`src/common/sramPkg.sv`:
```
`default_nettype none

package sramPkg;

	////////////////////////////////////////////////////////////
	// Word and address types
	////////////////////////////////////////////////////////////

	// One SRAM word address
	typedef logic [17:0] memAddrT;

	// One data word on the SRAM bus
	typedef logic [15:0] memValueT;

	// Request from the execute stage
	typedef struct packed {
		logic     isRead;
		logic     isWrite;
		memAddrT  addr;
		memValueT wdata;
	} exeReqT;

	////////////////////////////////////////////////////////////
	// Controller states
	////////////////////////////////////////////////////////////

	typedef enum logic [3:0] {
		idle,
		exeRead1,
		exeRead2,
		exeRead3,
		ifRead1,
		ifRead2,
		ifRead3,
		write1,
		write2,
		write3,
		fault
	} ctrlStateT;

	// Tick every 2**defaultDivBits cycles
	parameter int defaultDivBits = 2;

endpackage

`default_nettype wire

```
`src/hdl/reqCapture.sv`:
```
`default_nettype none

module reqCapture (
	input  logic             clk,
	input  logic             rst,

	// Client strobes and payloads
	input  logic             ifReq,
	input  sramPkg::memAddrT ifAddr,
	input  logic             exeReq,
	input  sramPkg::exeReqT  exeCmd,

	// Completion levels from the controller
	input  logic             ifDone,
	input  logic             exeDone,

	// Held requests toward the controller
	output logic             ifPending,
	output logic             exePending,
	output sramPkg::memAddrT ifAddrHeld,
	output sramPkg::exeReqT  exeHeld
);

	// Registered copies of done, for edge detection
	logic ifDoneQ;
	logic exeDoneQ;
	logic ifDoneRise;
	logic exeDoneRise;

	assign ifDoneRise  = ifDone & ~ifDoneQ;
	assign exeDoneRise = exeDone & ~exeDoneQ;

	////////////////////////////////////////////////////////////
	// Pending levels
	////////////////////////////////////////////////////////////

	always_ff @(posedge clk or negedge rst) begin
		if (!rst) begin
			ifDoneQ    <= 1'b0;
			exeDoneQ   <= 1'b0;
			ifPending  <= 1'b0;
			exePending <= 1'b0;
		end else begin
			ifDoneQ  <= ifDone;
			exeDoneQ <= exeDone;

			// A strobe is taken only while the port is free
			if (!ifPending && ifReq) begin
				ifPending <= 1'b1;
			end else if (ifDoneRise) begin
				ifPending <= 1'b0;
			end

			if (!exePending && exeReq) begin
				exePending <= 1'b1;
			end else if (exeDoneRise) begin
				exePending <= 1'b0;
			end
		end
	end

	////////////////////////////////////////////////////////////
	// Held payloads
	////////////////////////////////////////////////////////////

	// Loaded together with the pending level, then frozen
	always_ff @(posedge clk) begin
		if (!ifPending && ifReq) begin
			ifAddrHeld <= ifAddr;
		end
		if (!exePending && exeReq) begin
			exeHeld <= exeCmd;
		end
	end

endmodule

`default_nettype wire

```
`config.mk`:
```
export PLATFORM = sky130hd
export DESIGN_NAME = reqCapture
export DESIGN_NICKNAME = d
export VERILOG_FILES = /design/src/common/sramPkg.sv /design/src/hdl/reqCapture.sv
export SDC_FILE = /design/constraint.sdc
export NUM_CORES = 1
export LEC_CHECK = 0
export ABC_CLOCK_PERIOD_IN_PS = 2100
export BUFFER_PORTS_ARGS = -buffer_cell sky130_fd_sc_hd__clkbuf_2
export CAP_MARGIN = 20
export CORE_MARGIN = 2
export CORE_UTILIZATION = 41
export DETAILED_ROUTE_END_ITERATION = 8
export GPL_TIMING_DRIVEN = 0
export PLACE_DENSITY = 0.79
export SETUP_SLACK_MARGIN = 0.02
export SLEW_MARGIN = 10
export SYNTH_ARGS = -nofsm -noshare
export SYNTH_HDL_FRONTEND = slang
export SYNTH_SLANG_ARGS = --single-unit
export TNS_END_PERCENT = 1
```
`constraint.sdc`:
```
create_clock -name clk -period 2.1 [get_ports clk]
set_clock_uncertainty 0.15 [all_clocks]
set_input_delay 0.42 -clock clk [delete_from_list [all_inputs] [get_ports clk]]
set_output_delay 0.42 -clock clk [all_outputs]
set_load 0.02 [all_outputs]
```
==> impl_metrics.ini, run 1 <==
[run_status]
run_status = finished clean

[cts]
cts_buffers = 9
post_cts_resized = 0
cts_buffer_depth = 2
clk_pin_slew_worst_paths_ns = 0.06
cts_setup_buffers = 0
cts.sinks = 58
cts_tree = done
cts_root_buf = clkbuf_8
clk_latency_ns = 0.32
cts_max_level = 3

[setup_path]
cp_num_buf_inv = 0
max_stage_delay_ns = 0.73
cp-start-kind = register
path_class = reg2reg
path_delay_family = simple AND/OR/NAND/NOR gates
rr_worst_depth = 1
crit_required_ns = 1.90
critPathCaptureType = register
r2r_start = exePending
arrival_ns = 1.46
crit_fanout = 36
path_cells = and2b_2
r2r_setup_slack_ns = 0.44
r2r_end = exeHeld[28]
critical-path-slowest-cell = and2b_2

[layout]
area_delta_synth_final_pct = 46.8
finish.net_count = 253
finish.utilization_pct = 63.4
fillers = 281
n_antenna_cell = 0
drive_gt1_share_pct = 64.1

[synth]
ys_seq_elements = 58
syn_area_um2 = 1770
yosys_warnings = 0
seq_area_frac_synth_pct = 97.5
ys_types = 7
netlist_instances = 66
synth_nets = 126
syn_area_per_cell_um2 = 26.7

[die]
fp.dieW_um = 69.6
num_io_pins = 116
start_util_pct = 43.2
rows = 23
die-area_um2 = 4850
die_height_um = 69.6
design.core.area_um2 = 4090

[sta]
drv_slew = 0
setup_viol = 0
rsz0062_at_grt = false
slew_headroom_pct = 49.2
whs_ns = 0.0760
fmax_mhz = 603
finalCritPeriodShare_pct = 79.0
tightest_slew_ns = 0.762
hold_viol_final = 0
final.setup.tns_ns = 0
layout_min_cycle_time_ns = 1.66

[route]
vias = 1087
wire_per_inst_um = 13.6
drc = 0
drt_iter0_markers = 70
routed_wl_mm = 3.37
routed_via_density = 4.38
antenna_left = 0
first_pass_iters = 4

[global_routing]
grt_busiest_layer = met2
grt_max_degree = 37
grt_pass1_vias = 1093
use_met2_pct = 21.0
overflow = 0
track_usage_pct = 15.2
use_met1_pct = 18.0
met3_usage_pct = 11.2
grt_pass1_wl_mm = 5.39
antenna_found_initial = 0

[run]
maxCapViolations = 0

[min_path]
whs_path_depth = 1
hold_path_class = in2reg
min_to = exeDoneQ
min_from = exeDone

[placement]
io_buffers = 115
gp_congestion = 0.717
dpl.hpwl_mm = 2.53

[power_and_ir_drop]
power_density_nw_per_um2 = 957
ir_drop_mv = 0.824
leakage_uw = 0.00114
==> cell families after synthesis <==
group                  after synthesis  share of synthesized area, %
flip-flops                          58                          97.5
buffers and inverters                2                         0.425
AO/OA/AOI/OAI                        2                         0.709
AND/OR/NAND/NOR                      4                          1.35
==> final cells by class <==
| cell class | count | area, um^2 | area share [%] |
|---|---|---|---|
| multi-input combinational | 6 | 36.3 | 1.40 |
| timing repair buffer | 116 | 586 | 22.6 |
| sequential | 58 | 1720 | 66.4 |
| clock inverter | 4 | 42.5 | 1.64 |
| tap | 50 | 62.6 | 2.41 |
| inverter | 2 | 7.51 | 0.290 |
| clock buffer | 12 | 135 | 5.21 |
==> cells in the mapped netlist, drive strengths merged <==
cell / n / area share (%)
and2b: 2 / 0.92
edfxtp: 54 / 92
a31oi: 2 / 0.71
dfrtp: 4 / 5.7
nor2: 2 / 0.43
inv: 2 / 0.43
==> registers in the layout (all words and copies together) (netlist names) <==
signal      count
ifPending       1
exePending      1
exeDoneQ        1
exeHeld        36
ifDoneQ         1
ifAddrHeld     18
==> per-layer routing <==
layer,share of wire (%),routed length [um]
met2,43,1430
met3,15,502
met5,0,0
met4,1.3,44
met1,41,1390
==> where the power goes <==
part / leakage, uW / internal [uW] / switching [uW]
registers: 0.000542 / 1340 / 16.5
logic: 0.000510 / 76.0 / 128
clock network: 0.0000894 / 539 / 384
total: 0.00114 / 1950 / 529
==> per-stage QoR <==
step / cell area (um^2) / std cells / total power, uW / setup slack, ns
final: 2590 / 248 / 2480 / 0.440
after global routing: 2590 / 248 / 2590 / 0.344
after CTS: 2590 / 248 / 2510 / 0.421
after floorplan: 1770 / 66 / 1470 / 0.483
after detailed placement: 2400 / 231 / 1580 / 0.381
after global placement: 2400 / 231 / 1570 / 0.396
==> repair_timing <==
action                     in CTS  in global routing
hold endpoints to repair        4                  0
hold buffers                    1                  0
setup endpoints to repair       0                  0
==> how the worst max path moves through the flow <==
stage / slack (ns) / endpoint / from / cells after the start
finish: 0.44 / exeHeld[28] / exePending / 1
global route: 0.34 / exeHeld[28] / exePending / 1
CTS: 0.42 / exeHeld[26] / exePending / 1
detailed placement: 0.38 / exeHeld[28] / exeReq / 2
global placement: 0.40 / exeHeld[0] / exeReq / 2
floorplan: 0.48 / exeHeld[0] / exePending / 1
==> layout by cell type (no fill, tap or decap) <==
| cell | count |
|---|---|
| a31oi_1 | 2 |
| and2b_1 | 1 |
| and2b_2 | 1 |
| bufinv_16 | 1 |
| clkbuf_1 | 3 |
| clkbuf_2 | 115 |
| clkbuf_8 | 9 |
| clkinv_1 | 2 |
| clkinv_2 | 1 |
| dfrtp_1 | 4 |
| dlygate4sd3_1 | 1 |
| edfxtp_1 | 54 |
| inv_1 | 2 |
| nor2_1 | 2 |
No activity file was read; power rests on OpenSTA's default activity.
==> run 2, diff against run 1 <==
--- a/config.mk
+++ b/config.mk
@@ -5,7 +5,8 @@
 export SDC_FILE = /design/constraint.sdc
 export NUM_CORES = 1
 export LEC_CHECK = 0
-export ABC_CLOCK_PERIOD_IN_PS = 2100
+export ABC_AREA = 1
+export ABC_CLOCK_PERIOD_IN_PS = 1600
 export BUFFER_PORTS_ARGS = -buffer_cell sky130_fd_sc_hd__clkbuf_2
 export CAP_MARGIN = 20
 export CORE_MARGIN = 2
==> constraint.sdc (replaced) <==
create_clock -name clk -period 1.6 [get_ports clk]
set_clock_uncertainty 0.15 [all_clocks]
set_input_delay 0.32 -clock clk [delete_from_list [all_inputs] [get_ports clk]]
set_output_delay 0.32 -clock clk [all_outputs]
set_load 0.02 [all_outputs]
==> run 2 against run 1 <==
Worst hold slack got worse by 0.054 ns. Die area is 0.73% higher. First-iteration DRC count decreased by 34%. Sequential share of layout area down 0.62 points. Critical endpoint is now exeHeld[21]. Cell count is 3.6% higher. Synthesized cell count grew 9.1%. The flow now finishes with violations (negative setup slack). Design area is 1.0% higher. Sequential power is 41% higher. Count of clock-buffer cells in the layout fell by 2.
==> impl_metrics.ini, run 2 <==
[run_status]
run_status = finished, violations left
violations = negative setup slack

[route]
antenna_left = 0
drt_iter0_markers = 46
vias = 1112
routed_via_density = 4.33
first_pass_iters = 2
drc = 0
wire_per_inst_um = 13.5
routed_wl_mm = 3.46

[run]
maxCapViolations = 0

[synth]
synth-edff-count = 54
syn_area_um2 = 1780
ys_async_sr_fraction_pct = 6.90
yosysMostFrequentCell = edfxtp_1
yosys_warnings = 0
synth_ff_type = edfxtp_1
ys_types = 5
synth_nets = 132
synthTopCellsByCount = edfxtp_1, inv_1, nand2_1, dfrtp_1, nand2_2
yosysTopAreaCellShare_pct = 91.1
syn_area_per_cell_um2 = 24.7
ys_seq_elements = 58
synth.area.top_cells = edfxtp_1, dfrtp_1, inv_1
netlist_instances = 72
synth_top_area_cell = edfxtp_1
seq_area_frac_synth_pct = 96.8

[sta]
drv_slew = 0
tightest_slew_ns = 0.729
setup_viol = 36
layout_min_cycle_time_ns = 1.71
finalCritPeriodShare_pct = 107
worst_slack_ns = -0.114
slew_headroom_pct = 51.3
hold_viol_final = 0
final.setup.tns_ns = -3.96
rsz0062_at_grt = true
fmax_mhz = 583

[power_and_ir_drop]
leakage_uw = 0.00117
power_density_nw_per_um2 = 1310
ir_drop_mv = 0.776

[layout]
seq_area_um2 = 1720
final_common_cell = clkbuf_2
finish.net_count = 262
multi_input_area_um2 = 35.0
largest_reg_flops = 36
reg.largest.list = exeHeld x36, ifAddrHeld x18
area_delta_synth_final_pct = 47.1
regMostFlops = exeHeld
n_antenna_cell = 0
design_area_um2 = 2620
drive_gt1_share_pct = 63.3
final_cell_mix = clkbuf_2, edfxtp_1, clkbuf_8
fillers = 303

[placement]
io_buffers = 115
place_area_um2 = 2420
gp_congestion = 0.717
dpl.hpwl_mm = 2.58

[cts]
cts_setup_buffers = 0
clk_pin_slew_worst_paths_ns = 0.06
cts_root_buf = clkbuf_8
cts_buffers = 9
cts_max_level = 3
clk_latency_ns = 0.32
cts_buffer_depth = 2
cts.sinks = 58
cts_tree = done

[setup_path]
crit_fanout = 36
crit_required_ns = 1.29
path_class = reg2reg
critPathCaptureType = register
cp-start-kind = register
arrival_ns = 1.40

[global_routing]
grt_pass1_vias = 1141
track_usage_pct = 15.1
overflow = 0
antenna_found_initial = 0
grt_pass1_wl_mm = 5.35
grt_max_degree = 37

[die]
die_height_um = 69.9
die-area_um2 = 4880
fp.dieW_um = 69.9
num_io_pins = 116
design.core.area_um2 = 4090
rows = 23
start_util_pct = 43.5

[min_path]
hold_path_class = in2reg
==> run 2: changes by cell type in the layout (fill, tap and decap cells not counted), sizes merged <==
cell         change
a31oi            -2
and2b            -2
bufinv           -1
clkbuf           -2
clkinv           +3
clkinvlp         +2
dlygate4sd3      +3
inv              +2
nand2            +8
nor2             -2
==> run 2: final timing paths <==
| kind | from | end | slack [ns] | cells past startpoint |
|---|---|---|---|---|
| worst min-delay path | exeCmd[3] | exeHeld[3] | 0.02 | 1 |
| worst min register to register | ifPending | ifPending | 0.35 | 2 |
| worst max register to register | exePending | exeHeld[21] | -0.11 | 3 |
| min in group asynchronous | rst | ifDoneQ | 0.20 | 2 |
| max in group asynchronous | rst | exePending | 0.96 | 2 |
| worst max-delay path | exePending | exeHeld[21] | -0.11 | 3 |
==> run 2: report_power, final <==
| part | total [uW] | internal [uW] | switching, uW |
|---|---|---|---|
| registers | 1900 | 1860 | 44.1 |
| clock network | 1030 | 531 | 500 |
| logic | 494 | 156 | 338 |
==> run 2: timing repair <==
action,CTS,global route
pin swaps,1,0
hold endpoints to repair,6,1
setup endpoints to repair,36,54
gates resized for setup,0,1
hold buffers,3,1
==> run 2: final cells by class <==
class / count / share of cell area, %
flip-flops and latches: 58 / 65.8
well taps: 50 / 2.39
clock buffers: 10 / 4.88
inverters: 6 / 1.15
repair buffers: 119 / 23.5
multi-input cells: 8 / 1.34
clock inverters: 6 / 0.908
==> run 2: per-stage QoR <==
step / hold WS, ns / std cells / power (uW) / setup slack [ns] / util [%]
2_1_floorplan: -0.126 / 72 / 2200 / 0.0242 / -
3_3_place_gp: -0.0228 / 237 / 2410 / -0.125 / 59.3
3_5_place_dp: -0.0142 / 237 / 2430 / -0.143 / 59.3
4_1_cts: 0.00306 / 256 / 3470 / -0.142 / 63.7
5_1_grt: 0.00250 / 257 / 3580 / -0.237 / 64.1
6_report: 0.0221 / 257 / 3430 / -0.114 / 64.1
==> run 2: layer usage <==
layer  up-vias  global-route usage [%]  routed length (um)
met1       483                    14.8                1240
met5         -                       0                   0
met2        88                    23.2                1580
met3         9                    10.1                 546
met4         0                    9.62                  81
li1        532                       -                   -
==> run 2: cells by family after synthesis <==
logic type,count (synthesis),synth area share (%)
buffers and inverters,6,1.27
flip-flops,58,96.8
AND/OR/NAND/NOR,8,1.97
==> run 2: worst max-delay path, stage by stage, from the launching register on <==
cell and delay [ns]:
dfrtp_2 0.38, inv_2 0.04, nand2_2 0.07, clkinvlp_4 0.58
==> run 3, diff against run 2 <==
--- a/config.mk
+++ b/config.mk
@@ -9,11 +9,12 @@
 export ABC_CLOCK_PERIOD_IN_PS = 1600
 export BUFFER_PORTS_ARGS = -buffer_cell sky130_fd_sc_hd__clkbuf_2
 export CAP_MARGIN = 20
-export CORE_MARGIN = 2
 export CORE_UTILIZATION = 41
 export DETAILED_ROUTE_END_ITERATION = 8
 export GPL_TIMING_DRIVEN = 0
 export PLACE_DENSITY = 0.79
+export RECOVER_POWER = 25
+export REMOVE_ABC_BUFFERS = 1
 export SETUP_SLACK_MARGIN = 0.02
 export SLEW_MARGIN = 10
 export SYNTH_ARGS = -nofsm -noshare
==> run 3 against run 2 <==
The run now ends clean. Core utilization grew 1.2 points. Flip-flop and latch count is the same. Non-clock buffer count grew 3. Routed wire length shrank 4.2%. Worst hold slack lost 0.0086 ns. Register-to-register slack gained 0.23 ns.
==> impl_metrics.ini, run 3 (synthesized netlist as in run 2, its figures left out) <==
[run_status]
run_status = finished clean

[route]
drc = 0
routed_via_density = 4.30
antenna_left = 0
wire_per_inst_um = 12.7
drt_iter0_markers = 101
first_pass_iters = 4
vias = 1117
routed_wl_mm = 3.31

[layout]
final_cell_mix = clkbuf_2, edfxtp_1, clkbuf_8
reg.largest.list = exeHeld x36, ifAddrHeld x18
regMostFlops = exeHeld
drive_gt1_share_pct = 63.8
n_antenna_cell = 0
largest_reg_flops = 36
finish.net_count = 265
design_area_um2 = 2670
finish.utilization_pct = 65.3
area_delta_synth_final_pct = 49.9
final_common_cell = clkbuf_2

[sta]
hold_viol_final = 0
setup_viol = 0
final.setup.tns_ns = 0
fmax_mhz = 673
drv_slew = 0
rsz0062_at_grt = false
finalCritPeriodShare_pct = 92.8
layout_min_cycle_time_ns = 1.49
tightest_slew_ns = 0.593
slew_headroom_pct = 60.4

[power_and_ir_drop]
power_density_nw_per_um2 = 1310
leakage_uw = 0.00121
finalPower_uw = 3490
ir_drop_mv = 0.827

[placement]
place_area_um2 = 2440
io_buffers = 115
gp_congestion = 0.656
dpl.hpwl_mm = 2.51

[cts]
cts_tree = done
clk_pin_slew_worst_paths_ns = 0.06
cts_buffer_depth = 2
cts.sinks = 58
cts_max_level = 3
cts_root_buf = clkbuf_8
cts_buffers = 9
clk_latency_ns = 0.32

[die]
fp.dieW_um = 67.9
num_io_pins = 116
design.core.area_um2 = 4090
die_height_um = 67.9
start_util_pct = 43.5
rows = 23
die-area_um2 = 4610

[setup_path]
rr_worst_depth = 3
path_class = reg2reg
r2r_end = ifAddrHeld[15]
r2r_start = ifPending
cp-start-kind = register
critPathCaptureType = register
crit_fanout = 18
crit_required_ns = 1.41
r2r_setup_slack_ns = 0.11
arrival_ns = 1.29

[min_path]
whs_path_depth = 1
hold_path_class = in2reg
min_from = exeCmd[34]
min_to = exeHeld[34]

[global_routing]
overflow = 0
grt_max_degree = 20
track_usage_pct = 14.4
antenna_found_initial = 0
grt_pass1_vias = 1014
grt_pass1_wl_mm = 4.32

[run]
maxCapViolations = 0
-- run 3: through the flow --
step / cells / setup slack [ns] / hold slack (ns)
finish: 260 / 0.115 / 0.0136
floorplan: 72 / -0.235 / -0.126
detailed placement: 238 / -0.136 / -0.0165
global placement: 237 / -0.370 / -0.0212
global route: 260 / 0.0292 / 0.00251
CTS: 257 / 0.0212 / 0.00638
-- run 3: per-layer routing --
metal	up-vias	wire length, um	global-route usage [%]
li1	534	-	-
met1	475	1200	13.3
met2	99	1420	21.9
met3	9	610	10.0
met4	0	89	10.9
met5	-	0	0
-- run 3: repair_timing --
item                       in CTS  in global routing
buffers inserted                0                  3
hold endpoints to repair        6                  0
setup endpoints to repair      33                 19
pin swaps                       0                  0
gates resized for setup         1                  0
hold buffers                    3                  0
-- run 3: layout make-up --
type / instances / area [um^2]
fill: 309 / 1420
clock buffer: 12 / 135
clock inverter: 4 / 18.8
multi-input combinational: 8 / 35.0
inverter: 6 / 26.3
timing repair buffer: 122 / 668
sequential: 58 / 1720
tap: 50 / 62.6
-- run 3: how the worst max path moves through the flow --
stage / slack (ns) / start / end
final: 0.11 / ifPending / ifAddrHeld[15]
after floorplan: -0.24 / exePending / exeHeld[0]
after detailed placement: -0.14 / exePending / exeHeld[14]
after CTS: 0.02 / exePending / exeHeld[1]
after global routing: 0.03 / ifPending / ifAddrHeld[1]
after global placement: -0.37 / exePending / exeHeld[31]
-- run 3: power by group --
part / switching [uW] / internal (uW) / total, uW
registers: 45.7 / 1850 / 1900
logic: 343 / 196 / 539
clock network: 509 / 549 / 1060
-- run 3: critical path, cell delays in order, from the launching register on --
cell and delay, ns:
dfrtp_1 0.40, inv_1 0.07, nand2_2 0.05, inv_1 0.44
